`src/spidergon_pkg.sv`:
```
// spidergon node shared definitions
package spidergon_pkg;

	// ring geometry and buffering
	localparam int num_nodes = 8;
	localparam int num_ports = 3;
	localparam int num_vcs = 2;
	localparam int fifo_depth = 2;
	localparam int fifo_ptr_width = $clog2(fifo_depth);
	localparam int fifo_count_width = $clog2(fifo_depth + 1);

	// flit layout, type code on top and the channel field just under the payload msb
	localparam int flit_data_width = 16;
	localparam int flit_kind_width = 2;
	localparam int flit_width = flit_kind_width + flit_data_width;
	localparam int flit_vc_bit = 15;
	// destination node only means something in head and header flits
	localparam int flit_dest_msb = 14;
	localparam int flit_dest_lsb = 12;

	// link port numbering, shared by the input and output sides
	localparam int port_anticlockwise = 0;
	localparam int port_clockwise = 1;
	localparam int port_across = 2;

	typedef logic [flit_width-1:0] flit_t;
	typedef logic [flit_kind_width-1:0] flit_kind_t;
	typedef logic [$clog2(num_nodes)-1:0] node_id_t;
	typedef logic [$clog2(num_vcs)-1:0] vc_idx_t;
	typedef logic [$clog2(num_ports)-1:0] port_idx_t;
	typedef logic [num_ports-1:0] port_vec_t;
	// channel vectors are port major, so bit p*num_vcs+v is channel v of port p
	typedef logic [num_ports*num_vcs-1:0] vc_vec_t;

	// flit type codes
	localparam flit_kind_t kind_tail = 2'b00;
	localparam flit_kind_t kind_head = 2'b01;
	localparam flit_kind_t kind_body = 2'b10;
	localparam flit_kind_t kind_header = 2'b11;

	// output direction held by the injection side between head and tail
	typedef enum logic [1:0] {
		route_stop,
		route_clockwise,
		route_anticlockwise,
		route_across
	} route_t;

endpackage

```
`src/vc_fifo.sv`:
```
// virtual channel flit buffer
`timescale 1ns/100ps

module vc_fifo
(
	input logic clk,
	input logic reset,
	input logic push,
	input spidergon_pkg::flit_t push_flit,
	input logic pop,
	output spidergon_pkg::flit_t head_flit,
	output logic full,
	output logic empty
);

	spidergon_pkg::flit_t mem [spidergon_pkg::fifo_depth];
	logic [spidergon_pkg::fifo_ptr_width-1:0] rd_ptr;
	logic [spidergon_pkg::fifo_ptr_width-1:0] wr_ptr;
	logic [spidergon_pkg::fifo_count_width-1:0] count;
	logic do_push;
	logic do_pop;

	// pointers wrap at the buffer depth, which need not be a power of two
	function automatic logic [spidergon_pkg::fifo_ptr_width-1:0] next_ptr
	(
		input logic [spidergon_pkg::fifo_ptr_width-1:0] ptr
	);
		if (ptr == spidergon_pkg::fifo_depth - 1)
			return '0;
		return ptr + 1'b1;
	endfunction

	assign full = (count == spidergon_pkg::fifo_depth);
	assign empty = (count == '0);

	// a push into a full buffer or a pop from an empty one does nothing
	assign do_push = push && !full;
	assign do_pop = pop && !empty;

	// the oldest flit is always visible to the ejection side
	assign head_flit = mem[rd_ptr];

	always_ff @(posedge clk)
	begin
		if (do_push)
			mem[wr_ptr] <= push_flit;
	end

	always_ff @(posedge clk)
	begin
		if (reset)
		begin
			rd_ptr <= '0;
			wr_ptr <= '0;
			count <= '0;
		end
		else
		begin
			if (do_push)
				wr_ptr <= next_ptr(wr_ptr);
			if (do_pop)
				rd_ptr <= next_ptr(rd_ptr);
			// push and pop in the same cycle leave the count alone
			case ({do_push, do_pop})
				2'b10: count <= count + 1'b1;
				2'b01: count <= count - 1'b1;
				default: count <= count;
			endcase
		end
	end

endmodule

```
`src/input_vc_alloc.sv`:
```
// input port channel allocator
`timescale 1ns/100ps

module input_vc_alloc
(
	input logic clk,
	input logic reset,
	input spidergon_pkg::flit_t in_flit,
	input logic in_valid,
	input logic [spidergon_pkg::num_vcs-1:0] fifo_full,
	output logic [spidergon_pkg::num_vcs-1:0] push,
	output spidergon_pkg::flit_t push_flit,
	output logic [spidergon_pkg::num_vcs-1:0] vc_ready
);

	spidergon_pkg::flit_kind_t kind;
	spidergon_pkg::vc_idx_t vc_field;
	logic opens;
	logic follows;
	logic [spidergon_pkg::num_vcs-1:0] reserved;
	spidergon_pkg::vc_idx_t owner [spidergon_pkg::num_vcs];
	logic [spidergon_pkg::num_vcs-1:0] eligible;
	logic [spidergon_pkg::num_vcs-1:0] target;

	assign kind = in_flit[spidergon_pkg::flit_width-1 -: spidergon_pkg::flit_kind_width];
	// channel index the packet used at the previous node
	assign vc_field = in_flit[spidergon_pkg::flit_vc_bit];

	// heads and headers look for a free channel, body and tail flits for their packet's one
	assign opens = (kind == spidergon_pkg::kind_head) || (kind == spidergon_pkg::kind_header);
	assign follows = (kind == spidergon_pkg::kind_body) || (kind == spidergon_pkg::kind_tail);

	always_comb
	begin
		for (int i = 0; i < spidergon_pkg::num_vcs; i++)
		begin
			if (opens)
				eligible[i] = !reserved[i];
			else if (follows)
				eligible[i] = reserved[i] && (owner[i] == vc_field);
			else
				eligible[i] = 1'b0;
		end
	end

	// lowest numbered eligible channel wins
	always_comb
	begin
		target = '0;
		for (int i = 0; i < spidergon_pkg::num_vcs; i++)
		begin
			if (eligible[i] && (target == '0))
				target[i] = 1'b1;
		end
	end

	// a flit that finds no channel or a full one is simply lost
	assign push = {spidergon_pkg::num_vcs{in_valid}} & target & ~fifo_full;
	assign push_flit = in_flit;
	assign vc_ready = ~reserved;

	// reservation follows the enqueue, so a dropped head reserves nothing
	always_ff @(posedge clk)
	begin
		if (reset)
			reserved <= '0;
		else
		begin
			for (int i = 0; i < spidergon_pkg::num_vcs; i++)
			begin
				if (push[i] && (kind == spidergon_pkg::kind_head))
					reserved[i] <= 1'b1;
				else if (push[i] && (kind == spidergon_pkg::kind_tail))
					reserved[i] <= 1'b0;
			end
		end
	end

	// owner tag is only looked at while its channel is reserved
	always_ff @(posedge clk)
	begin
		for (int i = 0; i < spidergon_pkg::num_vcs; i++)
		begin
			if (push[i] && (kind == spidergon_pkg::kind_head))
				owner[i] <= vc_field;
		end
	end

endmodule

```
`src/rr_arbiter.sv`:
```
// round robin arbiter
`timescale 1ns/100ps

module rr_arbiter
#(
	parameter int width = 2
)
(
	input logic clk,
	input logic reset,
	input logic [width-1:0] req,
	input logic advance,
	output logic [width-1:0] grant
);

	// mask has every bit at or above the priority pointer set
	logic [width-1:0] mask;
	logic [width-1:0] masked_req;

	assign masked_req = req & mask;

	// first requester at or after the pointer, else wrap to the lowest requester
	always_comb
	begin
		grant = '0;
		for (int i = 0; i < width; i++)
		begin
			if (masked_req[i] && (grant == '0))
				grant[i] = 1'b1;
		end
		for (int i = 0; i < width; i++)
		begin
			if (req[i] && (grant == '0))
				grant[i] = 1'b1;
		end
	end

	// moving past the top requester empties the mask, which is the same as pointing at bit 0
	always_ff @(posedge clk)
	begin
		if (reset)
			mask <= '1;
		else if (advance && (|req))
			mask <= ~((grant << 1) - 1'b1);
	end

endmodule

```
`src/ejection_arbiter.sv`:
```
// ejection to the local cpu
`timescale 1ns/100ps

module ejection_arbiter
(
	input logic clk,
	input logic reset,
	input spidergon_pkg::vc_vec_t fifo_empty,
	input spidergon_pkg::flit_t fifo_head [spidergon_pkg::num_ports*spidergon_pkg::num_vcs],
	output spidergon_pkg::vc_vec_t pop,
	output spidergon_pkg::flit_t to_cpu,
	output logic to_cpu_valid,
	output spidergon_pkg::port_idx_t to_cpu_port,
	output spidergon_pkg::vc_idx_t to_cpu_vc
);

	spidergon_pkg::port_vec_t port_req;
	spidergon_pkg::port_vec_t port_grant;
	logic [spidergon_pkg::num_vcs-1:0] vc_req;
	logic [spidergon_pkg::num_vcs-1:0] vc_grant;
	spidergon_pkg::port_idx_t port_sel;
	spidergon_pkg::vc_idx_t vc_sel;
	logic any_req;

	// a port asks for the cpu when any of its channels holds a flit
	always_comb
	begin
		for (int p = 0; p < spidergon_pkg::num_ports; p++)
			port_req[p] = !(&fifo_empty[p*spidergon_pkg::num_vcs +: spidergon_pkg::num_vcs]);
	end

	assign any_req = |port_req;

	rr_arbiter #(.width(spidergon_pkg::num_ports)) u_port_arb
	(
		.clk(clk),
		.reset(reset),
		.req(port_req),
		.advance(any_req),
		.grant(port_grant)
	);

	always_comb
	begin
		port_sel = '0;
		for (int p = 0; p < spidergon_pkg::num_ports; p++)
		begin
			if (port_grant[p])
				port_sel = spidergon_pkg::port_idx_t'(p);
		end
	end

	// second stage only sees the channels of the winning port
	// and its pointer is shared by all ports
	assign vc_req = ~fifo_empty[port_sel*spidergon_pkg::num_vcs +: spidergon_pkg::num_vcs];

	rr_arbiter #(.width(spidergon_pkg::num_vcs)) u_vc_arb
	(
		.clk(clk),
		.reset(reset),
		.req(vc_req),
		.advance(any_req),
		.grant(vc_grant)
	);

	always_comb
	begin
		vc_sel = '0;
		for (int v = 0; v < spidergon_pkg::num_vcs; v++)
		begin
			if (vc_grant[v])
				vc_sel = spidergon_pkg::vc_idx_t'(v);
		end
	end

	// exactly one pop whenever something is buffered, since the cpu never stalls
	always_comb
	begin
		pop = '0;
		if (any_req)
			pop[port_sel*spidergon_pkg::num_vcs + vc_sel] = 1'b1;
	end

	always_ff @(posedge clk)
	begin
		if (reset)
			to_cpu_valid <= 1'b0;
		else
			to_cpu_valid <= any_req;
	end

	// flit and its origin are captured at the same edge as the pop
	always_ff @(posedge clk)
	begin
		if (any_req)
		begin
			to_cpu <= fifo_head[port_sel*spidergon_pkg::num_vcs + vc_sel];
			to_cpu_port <= port_sel;
			to_cpu_vc <= vc_sel;
		end
	end

endmodule

```
`src/injection_router.sv`:
```
// cpu injection and routing
`timescale 1ns/100ps

module injection_router
#(
	parameter spidergon_pkg::node_id_t node_id = '0
)
(
	input logic clk,
	input logic reset,
	input spidergon_pkg::flit_t from_cpu,
	input logic from_cpu_valid,
	output spidergon_pkg::flit_t out_flit_clockwise,
	output spidergon_pkg::flit_t out_flit_anticlockwise,
	output spidergon_pkg::flit_t out_flit_across,
	output spidergon_pkg::port_vec_t out_valid
);

	spidergon_pkg::flit_kind_t kind;
	spidergon_pkg::node_id_t dest;
	spidergon_pkg::node_id_t offset;
	spidergon_pkg::route_t head_route;
	spidergon_pkg::route_t route_q;
	spidergon_pkg::route_t route;
	spidergon_pkg::flit_t link_flit;
	logic opens;

	assign kind = from_cpu[spidergon_pkg::flit_width-1 -: spidergon_pkg::flit_kind_width];
	assign dest = from_cpu[spidergon_pkg::flit_dest_msb:spidergon_pkg::flit_dest_lsb];
	assign opens = (kind == spidergon_pkg::kind_head) || (kind == spidergon_pkg::kind_header);

	// node ids wrap in their own width, so the subtraction is already mod num_nodes
	assign offset = dest - node_id;

	// shortest path, a quarter of the ring each way and the across link for the rest
	always_comb
	begin
		if (offset == '0)
			head_route = spidergon_pkg::route_stop;
		else if (offset <= spidergon_pkg::num_nodes / 4)
			head_route = spidergon_pkg::route_clockwise;
		else if (offset >= spidergon_pkg::num_nodes - spidergon_pkg::num_nodes / 4)
			head_route = spidergon_pkg::route_anticlockwise;
		else
			head_route = spidergon_pkg::route_across;
	end

	// body and tail flits ride on whatever the head latched
	assign route = opens ? head_route : route_q;

	// headers route themselves and leave the latched route untouched
	always_ff @(posedge clk)
	begin
		if (reset)
			route_q <= spidergon_pkg::route_stop;
		else if (from_cpu_valid && (kind == spidergon_pkg::kind_head))
			route_q <= head_route;
		else if (from_cpu_valid && (kind == spidergon_pkg::kind_tail))
			route_q <= spidergon_pkg::route_stop;
	end

	always_ff @(posedge clk)
	begin
		if (reset)
			out_valid <= '0;
		else
		begin
			out_valid[spidergon_pkg::port_clockwise] <= from_cpu_valid &&
				(route == spidergon_pkg::route_clockwise);
			out_valid[spidergon_pkg::port_anticlockwise] <= from_cpu_valid &&
				(route == spidergon_pkg::route_anticlockwise);
			out_valid[spidergon_pkg::port_across] <= from_cpu_valid &&
				(route == spidergon_pkg::route_across);
		end
	end

	// one flit register feeds all links, out_valid says which link owns it
	always_ff @(posedge clk)
	begin
		if (from_cpu_valid)
			link_flit <= from_cpu;
	end

	assign out_flit_clockwise = link_flit;
	assign out_flit_anticlockwise = link_flit;
	assign out_flit_across = link_flit;

endmodule

```
`src/spidergon_node.sv`:
```
// spidergon network node
`timescale 1ns/100ps

module spidergon_node
#(
	parameter spidergon_pkg::node_id_t node_id = '0
)
(
	input logic clk,
	input logic reset,
	input spidergon_pkg::flit_t in_flit_clockwise,
	input spidergon_pkg::flit_t in_flit_anticlockwise,
	input spidergon_pkg::flit_t in_flit_across,
	input spidergon_pkg::port_vec_t in_valid,
	output spidergon_pkg::vc_vec_t vc_ready,
	output spidergon_pkg::vc_vec_t vc_full,
	output spidergon_pkg::flit_t to_cpu,
	output logic to_cpu_valid,
	output spidergon_pkg::port_idx_t to_cpu_port,
	output spidergon_pkg::vc_idx_t to_cpu_vc,
	input spidergon_pkg::flit_t from_cpu,
	input logic from_cpu_valid,
	output spidergon_pkg::flit_t out_flit_clockwise,
	output spidergon_pkg::flit_t out_flit_anticlockwise,
	output spidergon_pkg::flit_t out_flit_across,
	output spidergon_pkg::port_vec_t out_valid
);

	spidergon_pkg::flit_t port_flit [spidergon_pkg::num_ports];
	spidergon_pkg::flit_t push_flit [spidergon_pkg::num_ports];
	spidergon_pkg::flit_t fifo_head [spidergon_pkg::num_ports*spidergon_pkg::num_vcs];
	spidergon_pkg::vc_vec_t push;
	spidergon_pkg::vc_vec_t pop;
	spidergon_pkg::vc_vec_t fifo_empty;

	// link inputs indexed by port number
	assign port_flit[spidergon_pkg::port_anticlockwise] = in_flit_anticlockwise;
	assign port_flit[spidergon_pkg::port_clockwise] = in_flit_clockwise;
	assign port_flit[spidergon_pkg::port_across] = in_flit_across;

	for (genvar p = 0; p < spidergon_pkg::num_ports; p++)
	begin : g_port
		input_vc_alloc u_alloc
		(
			.clk(clk),
			.reset(reset),
			.in_flit(port_flit[p]),
			.in_valid(in_valid[p]),
			.fifo_full(vc_full[p*spidergon_pkg::num_vcs +: spidergon_pkg::num_vcs]),
			.push(push[p*spidergon_pkg::num_vcs +: spidergon_pkg::num_vcs]),
			.push_flit(push_flit[p]),
			.vc_ready(vc_ready[p*spidergon_pkg::num_vcs +: spidergon_pkg::num_vcs])
		);

		// the full flags go straight out so senders can see them
		for (genvar v = 0; v < spidergon_pkg::num_vcs; v++)
		begin : g_vc
			vc_fifo u_fifo
			(
				.clk(clk),
				.reset(reset),
				.push(push[p*spidergon_pkg::num_vcs + v]),
				.push_flit(push_flit[p]),
				.pop(pop[p*spidergon_pkg::num_vcs + v]),
				.head_flit(fifo_head[p*spidergon_pkg::num_vcs + v]),
				.full(vc_full[p*spidergon_pkg::num_vcs + v]),
				.empty(fifo_empty[p*spidergon_pkg::num_vcs + v])
			);
		end
	end

	ejection_arbiter u_eject
	(
		.clk(clk),
		.reset(reset),
		.fifo_empty(fifo_empty),
		.fifo_head(fifo_head),
		.pop(pop),
		.to_cpu(to_cpu),
		.to_cpu_valid(to_cpu_valid),
		.to_cpu_port(to_cpu_port),
		.to_cpu_vc(to_cpu_vc)
	);

	injection_router #(.node_id(node_id)) u_router
	(
		.clk(clk),
		.reset(reset),
		.from_cpu(from_cpu),
		.from_cpu_valid(from_cpu_valid),
		.out_flit_clockwise(out_flit_clockwise),
		.out_flit_anticlockwise(out_flit_anticlockwise),
		.out_flit_across(out_flit_across),
		.out_valid(out_valid)
	);

endmodule

```
`config.mk`:
```
export PLATFORM = sky130hd
export DESIGN_NAME = spidergon_node
export DESIGN_NICKNAME = d
export VERILOG_FILES = /design/src/spidergon_pkg.sv /design/src/vc_fifo.sv /design/src/input_vc_alloc.sv /design/src/rr_arbiter.sv /design/src/ejection_arbiter.sv /design/src/injection_router.sv /design/src/spidergon_node.sv
export SDC_FILE = /design/constraint.sdc
export NUM_CORES = 1
export LEC_CHECK = 0
export BUFFER_PORTS_ARGS = -buffer_cell sky130_fd_sc_hd__buf_2
export CAP_MARGIN = 40
export CORE_MARGIN = 3
export CORE_UTILIZATION = 60
export DETAILED_ROUTE_END_ITERATION = 6
export PLACE_DENSITY_LB_ADDON = 0.12
export SYNTH_ARGS = -nofsm -noshare
export SYNTH_HDL_FRONTEND = slang
export SYNTH_SLANG_ARGS = --single-unit
```
`constraint.sdc`:
```
create_clock -name clk -period 8.1 [get_ports clk]
set_input_delay 1.62 -clock clk [delete_from_list [all_inputs] [get_ports clk]]
set_output_delay 1.62 -clock clk [all_outputs]
set_load 0.01 [all_outputs]
```
# After elaboration in Yosys (flattened, before gate mapping)
# Memory sizes are Yosys's and may differ from the RTL's. A register that Yosys moved wholly into a read port is not among the register bits.
# Cells that the tools add are included.
word_totals:
  word_cells: 416
  output_inout_bits: 91
  mem_bits_rw: 222
  ff_bits: 80
  in_bits: 78
  n_memories: 9
classes:
  n_eq_ne: 38
  shifts: 1
  reduce_logical: 114
  order_cmp: 5
  mux: 166
  n_addsub: 27
  bitwise: 23
memory_table:
  columns: ["name", "depth", "width", "rd", "rd_clocked_by_memory_dff", "wr", "line", "source"]
  rows:
  - ["g_port[0].g_vc[0].u_fifo.mem", 2, 18, 1, 1, 1, "vc_fifo.sv:16", "spidergon_pkg::flit_t mem [spidergon_pkg::fifo_depth];"]
  - ["g_port[0].g_vc[1].u_fifo.mem", 2, 18, 1, 1, 1, "vc_fifo.sv:16", null]
  - ["g_port[1].g_vc[0].u_fifo.mem", 2, 18, 1, 1, 1, "vc_fifo.sv:16", null]
  - ["g_port[1].g_vc[1].u_fifo.mem", 2, 18, 1, 1, 1, "vc_fifo.sv:16", null]
  - ["g_port[2].g_vc[0].u_fifo.mem", 2, 18, 1, 1, 1, "vc_fifo.sv:16", null]
  - ["g_port[2].g_vc[1].u_fifo.mem", 2, 18, 1, 1, 1, "vc_fifo.sv:16", null]
  - ["3 more memories", null, null, null, null, null, null, null]
op_table:
  columns: ["op", "n"]
  rows:
  - ["1-bit two-way mux", 149]
  - ["18-bit binary-select mux with 3-bit select", 1]
  - ["1-bit logical AND", 48]
  - ["2-bit == test, second input constant", 21]
  - ["18-bit two-way mux", 2]
  - ["33-bit by 4-bit >= comparator with 1-bit output, second input constant", 1]
  - ["32-bit NOT with 33-bit output", 1]
  - ["32-bit by 1-bit >= comparator with 1-bit output, second input constant", 1]
  - ["32-bit by 4-bit < comparator with 1-bit output, second input constant", 1]
  - ["2-bit zero test", 13]
  - ["2-bit nonzero test", 13]
  - ["2-bit one-hot mux with 2 select lines", 6]
  - ["2-bit by 1-bit == test with 1-bit output, second input constant", 11]
  - ["1-bit zero test", 21]
  - ["2-bit NOT", 8]
  - ["2-bit bitwise AND", 7]
  - ["2-bit by 1-bit subtractor with 2-bit output, second input constant", 7]
  - ["1-bit adder, second input constant", 12]
  - ["2-bit by 1-bit adder with 2-bit output, second input constant", 6]
  - ["3-bit zero test", 4]
  - ["2-bit two-way mux", 6]
  - ["1-bit logical OR", 7]
  - ["1-bit == test", 6]
  - ["6-bit two-way mux", 1]
  - ["13 further kinds", 21]

# Depth between registers and ports, before layout
logic_depth:
  word_depth: 47
  depth_mapped: 14
  ltp_nobuf: 11

# Hierarchy
# From an unflattened synthesis, not the netlist that was laid out.
hier_totals:
  cells_unflattened: 848
  hier_area_um2: 13294.0
by_module_without_submodules:
  columns: ["mod", "instances", "seq_area_each_um2", "cells_each", "area_per_inst_um2"]
  rows:
  - ["vc_fifo", 6, 1181.1, 82, 1517.7]
  - ["ejection_arbiter", 1, 650.6, 117, 1756.7]
  - ["input_vc_alloc", 3, 100.1, 43, 375.4]
  - ["injection_router", 1, 640.6, 79, 1033.5]
  - ["rr_arbiter at u_eject.u_port_arb", 1, 60.1, 20, 171.4]
  - ["rr_arbiter at u_eject.u_vc_arb", 1, 40.0, 11, 100.1]

# Worst setup path before layout
# No wires, ideal clock.
synth_timing:
  path_kind: "input to register"
  from: "input in_flit_anticlockwise[15]"
  to: "memory g_port[0].g_vc[1].u_fifo.mem[0][0] (netlist bit) (enable)"
  setup_ns: 0.393
  path_buffers: 1
  path_slack_ns: 4.270
  t_required_ns: 7.707
  path_stages: 5
  arrival_ns: 3.437
  path_cell_list: "xor2_1 o21ai_0 or4b_2 clkbuf_1 nor2_1"
synth_between:
  elab_chain_cells: 13
  elab_cells_between_ends: 17
  classes_between: "eq/ne (2); mux (8); bitwise (3); reduce/logical (4)"
synth_lines:
  columns: ["element", "line", "source"]
  rows:
  - ["start: declaration", "spidergon_node.sv:12", "input spidergon_pkg::flit_t in_flit_anticlockwise,"]
  - ["1-bit == test", "input_vc_alloc.sv:40", "eligible[i] = reserved[i] && (owner[i] == vc_field);"]
  - ["1-bit logical AND", "input_vc_alloc.sv:40", null]
  - ["1-bit two-way mux", "input_vc_alloc.sv:39", "else if (follows)"]
  - ["1-bit two-way mux", "input_vc_alloc.sv:37", "if (opens)"]
  - ["1-bit two-way mux", "input_vc_alloc.sv:52", "if (eligible[i] && (target == '0))"]
  - ["1-bit NOT", "input_vc_alloc.sv:52", null]
  - ["1-bit logical AND *", "input_vc_alloc.sv:52", null]
  - ["1-bit two-way mux *", "input_vc_alloc.sv:52", null]
  - ["2-bit bitwise AND * (2 in series)", "input_vc_alloc.sv:58", "assign push = {spidergon_pkg::num_vcs{in_valid}} & target & ~fifo_full;"]
  - ["1-bit logical AND *", "vc_fifo.sv:37", "assign do_push = push && !full;"]
  - ["1-bit two-way mux *", "vc_fifo.sv:45", "if (do_push)"]
  - ["1-bit two-way mux (not written as such) *", "vc_fifo.sv:46", "mem[wr_ptr] <= push_flit;"]
  - ["end: declaration", "vc_fifo.sv:16", null]
# Every way passes the cells marked *; elsewhere a longest branch is shown, timed or not.

# Worst setup path in the final report
layout_timing:
  from: "register g_port[0].g_vc[0].u_fifo.count[1] (netlist bit)"
  to: "register g_port[2].g_vc[0].u_fifo.count[1] (netlist bit)"
layout_between:
  elab_chain_cells: 44
  elab_cells_between_ends: 49
  classes_between: "add/sub (1); order compare (2); eq/ne (2); shift (1); mux (17); bitwise (5); reduce/logical (21)"
layout_lines:
  columns: ["element", "line", "source"]
  rows:
  - ["start: declaration", "vc_fifo.sv:19", "logic [spidergon_pkg::fifo_count_width-1:0] count;"]
  - ["start signal: assignment", "vc_fifo.sv:65", "2'b10: count <= count + 1'b1;"]
  - ["start signal: assignment", "vc_fifo.sv:66", "2'b01: count <= count - 1'b1;"]
  - ["start signal: assignment", "vc_fifo.sv:67", "default: count <= count;"]
  - ["2-bit zero test *", "vc_fifo.sv:34", "assign empty = (count == '0);"]
  - ["2-bit AND reduction", "ejection_arbiter.sv:29", "port_req[p] = !(&fifo_empty[p*spidergon_pkg::num_vcs +: spidergon_pkg::num_vcs]);"]
  - ["1-bit zero test", "ejection_arbiter.sv:29", null]
  - ["3-bit bitwise AND", "rr_arbiter.sv:20", "assign masked_req = req & mask;"]
  - ["1-bit two-way mux", "rr_arbiter.sv:28", "if (masked_req[i] && (grant == '0))"]
  - ["1-bit NOT", "rr_arbiter.sv:28", null]
  - ["1-bit logical AND", "rr_arbiter.sv:28", null]
  - ["1-bit two-way mux", "rr_arbiter.sv:28", null]
  - ["[29 not listed]", null, null]
  - ["1-bit logical AND (not written as such)", "ejection_arbiter.sv:81", "pop[port_sel*spidergon_pkg::num_vcs + vc_sel] = 1'b1;"]
  - ["1-bit two-way mux (not written as such)", "ejection_arbiter.sv:81", null]
  - ["1-bit demux with 3-bit select", null, null]
  - ["6-bit two-way mux *", "ejection_arbiter.sv:80", "if (any_req)"]
  - ["1-bit logical AND *", "vc_fifo.sv:38", "assign do_pop = pop && !empty;"]
  - ["named net g_port[2].g_vc[0].u_fifo.do_pop", "vc_fifo.sv:21", "logic do_pop;"]
  - ["2-bit by 1-bit == test with 1-bit output / 2-bit == test (equally long branches)", "vc_fifo.sv:64", "case ({do_push, do_pop})"]
  - ["2-bit one-hot mux with 2 select lines / 2-bit nonzero test (equally long branches)", null, null]
  - ["end signal: assignment", "vc_fifo.sv:65", null]
  - ["end signal: assignment", "vc_fifo.sv:66", null]
  - ["end signal: assignment", "vc_fifo.sv:67", null]
  - ["end: declaration", "vc_fifo.sv:19", null]
# Mark *: on every way through the listed nets, which the timed path passes. The rest lies on a longest branch.
# A chain may end at the register's enable or synchronous reset.

==> results.yml <==
floorplanning:
  design.core.area_um2: 19900
  initial_core_util_pct: 62.4
  row_count: 51
  die_h_um: 150
  ioPinCount: 169
  die_x_um: 150
  die_area_um2: 22500
global_route:
  grt_pass1_vias: 7229
  grt_max_degree: 46
  antenna_found_initial: 0
  grt.overflow.total: 0
  grt_util_all_layers_pct: 23.1
  grt_pass1_wl_mm: 39.8
critical_path:
  crit_path_start_kind: "flop"
  cp_max_fo: 24
  required_ns: 8.56
  cp-end-kind: "flop"
  critPathKind: "reg2reg"
  rr_worst_depth: 11
  critPathArrivalTime_ns: 4.30
synth:
  syn-num-nets: 926
  synth.distinct_cells: 45
  async_flop_share_pct: 0
  synth_area_leader_cell: "edfxtp_1"
  synth_top_area_share_pct: 63.1
  syn_area_um2: 12400
  synth_seq_area_share_pct: 70.7
  syn-instance-count: 841
  synth_flop_cell: "edfxtp_1"
  avgSynthCellArea_um2: 14.8
  ys_warn_count: 0
  ys_seq_elements: 308
  synth-edff-count: 261
  yosys-top-cells-area: "edfxtp_1 63%, mux2i_1 8.9%, dfxtp_1 7.6%, buf_4 2.5%, o22ai_1 1.9%"
clock_tree:
  cts_setup_buffers: 0
  cts_buffer_depth: 3
  clkTransAtPathRegs_ns: 0.06
  clkSinkCount: 308
  hold_buffers: 0
  cts-htree-levels: 1
  cts_tree: "built"
  insertion_delay_ns: 0.55
  ctsResizeCount: 0
  root_buffer: "clkbuf_16"
  cts-buffers-inserted: 30
routing:
  drtIter0Drc: 527
  drt-wirelength-per-cell_um: 20.5
  dr_total_vias: 7237
  ant_nets: 0
  vias_per_cell: 5.69
  detailedRoute.firstPassIterationCount: 4
  remaining_drc_errors: 0
  finalWirelength_mm: 26.0
finish:
  nets: 1067
  drive_above_1_share_pct: 24.7
  syn2layout_area_growth_pct: 15.2
  utilization_pct: 71.9
min_path:
  hp-class: "reg2reg"
  timing.hold.worst_path_depth: 1
job:
  drv_cap: 0
sta:
  fin_tns_setup_ns: 0
  maxSlewViolCount: 0
  setup_ws_ns: 4.25
  rsz0062_at_grt: "no"
  setup_viol_count_final: 0
  fmaxAchievable_mhz: 260
  worstMarginPinSlew_ns: 0.886
  hold_viol_final: 0
  layout_min_cycle_time_ns: 3.85
  slew_headroom_pct: 39.8
  fin_skew_ns: 0.0155
  final.period_utilization_pct: 47.5
placement:
  port_buffers: 168
  place_ws_ns: 4.29
  place_congestion: 0.822
  place_hpwl_mm: 18.1
pwr:
  vdd_drop_max_uv: 252
  p_per_area_nw_per_um2: 359
  power.leakage_nw: 5.19
outcome:
  status: "completed"
-- placed cells by master, fill, tap and decap left out, types with 3 or more instances in the layout --
| cell | count |
|---|---|
| buf_2 | 168 |
| nor3_1 | 5 |
| nand2b_1 | 18 |
| clkinv_2 | 5 |
| nor2_1 | 52 |
| o41ai_1 | 3 |
| o211ai_1 | 3 |
| clkbuf_16 | 31 |
| ha_1 | 7 |
| buf_16 | 3 |
| mux2i_1 | 110 |
| nand2_1 | 42 |
| o21ba_2 | 3 |
| o21ai_0 | 20 |
| o21a_1 | 4 |
| xor2_1 | 16 |
| inv_1 | 25 |
| a21oi_1 | 13 |
| nor2b_1 | 9 |
| or2_2 | 4 |
| and4_1 | 18 |
| or4b_2 | 3 |
| edfxtp_1 | 261 |
| clkbuf_1 | 8 |
| xnor2_1 | 13 |
| dfxtp_1 | 47 |
| or3_1 | 24 |
| buf_4 | 16 |
| o22ai_1 | 37 |
| clkinv_1 | 6 |
-- where the power goes --
part / total, mW / internal (mW) / switching, mW / leakage [nW]
Sequential: 2.15 / 2.00 / 0.142 / 2.81
Clock: 1.33 / 0.780 / 0.552 / 0.463
Combinational: 1.66 / 0.634 / 1.02 / 1.92
-- final timing paths --
path	slack (ns)	start	end
min reg2reg	0.48	u_eject.u_vc_arb.mask[1]$_SDFFE_PP1P_	u_eject.u_vc_arb.mask[1]$_SDFFE_PP1P_
max	4.25	g_port[0].g_vc[0].u_fifo.count[1]$_SDFFE_PP0P_	g_port[2].g_vc[0].u_fifo.count[1]$_SDFFE_PP0P_
min	0.48	u_eject.u_vc_arb.mask[1]$_SDFFE_PP1P_	u_eject.u_vc_arb.mask[1]$_SDFFE_PP1P_
max reg2reg	4.25	g_port[0].g_vc[0].u_fifo.count[1]$_SDFFE_PP0P_	g_port[2].g_vc[0].u_fifo.count[1]$_SDFFE_PP0P_
-- cells in the mapped netlist (2+ instances only) --
| library cell | n |
|---|---|
| o211ai_1 | 3 |
| o21ba_2 | 3 |
| nand2_1 | 42 |
| nand2b_1 | 18 |
| and4_1 | 18 |
| or4b_2 | 3 |
| inv_1 | 25 |
| ha_1 | 7 |
| nor2_1 | 52 |
| o21a_1 | 4 |
| mux2i_1 | 110 |
| o22ai_1 | 37 |
| nor2b_1 | 9 |
| o41ai_1 | 3 |
| xnor2_1 | 13 |
| or3_1 | 24 |
| buf_4 | 42 |
| buf_6 | 2 |
| nor4_1 | 2 |
| a21oi_1 | 13 |
| or2_2 | 4 |
| o21ai_0 | 20 |
| a211o_1 | 2 |
| buf_2 | 6 |
| dfxtp_1 | 47 |
| nor3b_1 | 2 |
| edfxtp_1 | 261 |
| clkbuf_1 | 31 |
| a21o_1 | 2 |
| a211oi_1 | 2 |
| nor3_1 | 5 |
| xor2_1 | 16 |
-- per-stage QoR --
stage	total power, mW	hold slack [ns]	std cells	area, um2
final	5.13	0.478	1272	14300
after floorplan	3.28	0.435	841	12400
after global routing	5.39	0.498	1271	14300
after CTS	5.14	0.473	1271	14300
after detailed placement	3.82	0.458	1215	13300
after global placement	3.73	0.450	1209	13200
-- sequential cells by signal (all words and copies together) (netlist names), named ones only --
name / flops
g_port.g_vc.u_fifo.count: 12
g_port.g_vc.u_fifo.mem: 216
g_port.g_vc.u_fifo.rd_ptr: 6
g_port.g_vc.u_fifo.wr_ptr: 6
g_port.u_alloc.owner: 6
g_port.u_alloc.reserved: 6
u_eject.to_cpu: 18
u_eject.to_cpu_port: 2
u_eject.to_cpu_valid: 1
u_eject.to_cpu_vc: 1
u_eject.u_port_arb.mask: 3
u_eject.u_vc_arb.mask: 2
u_router.out_flit_across: 18
u_router.out_valid: 3
u_router.route_q: 2
-- cell type report --
cell class                      count  area (um2)
Tap cell                          265         332
Sequential cell                   308        8780
Antenna cell                        1        2.50
Clock buffer                       41         833
Inverter                           26         100
Timing Repair Buffer              190        1080
Clock inverter                     15         123
Multi-Input combinational cell    426        3050
Fill cell                        1347        5600
-- cell families after synthesis --
logic type / synth area share, %
muxes: 9.07
buffers and inverters: 4.71
adders and majority gates: 0.705
DFF: 70.7
and+or+nand+nor: 7.76
AOI/OAI and AO/OA: 5.00
xor gates and xnor gates: 2.05
-- metal layers --
layer  routed length [um]  GRT usage (%)
met1                11200           33.4
met2                12300           38.1
met3                 2140           3.30
met4                  369           4.80
met5                    0              0
-- worst max-delay path, stage by stage, from the launching register on --
cell	delay, ns
dfxtp_1	0.35
o41ai_1	0.64
a32o_2	0.62
inv_4	0.25
ha_1	0.27
a31o_2	0.27
o211ai_1	0.10
buf_4	0.28
inv_1	0.12
ha_1	0.35
or3_1	0.35
a21oi_1	0.15
Note: power is estimated with default switching activity, not from simulation.
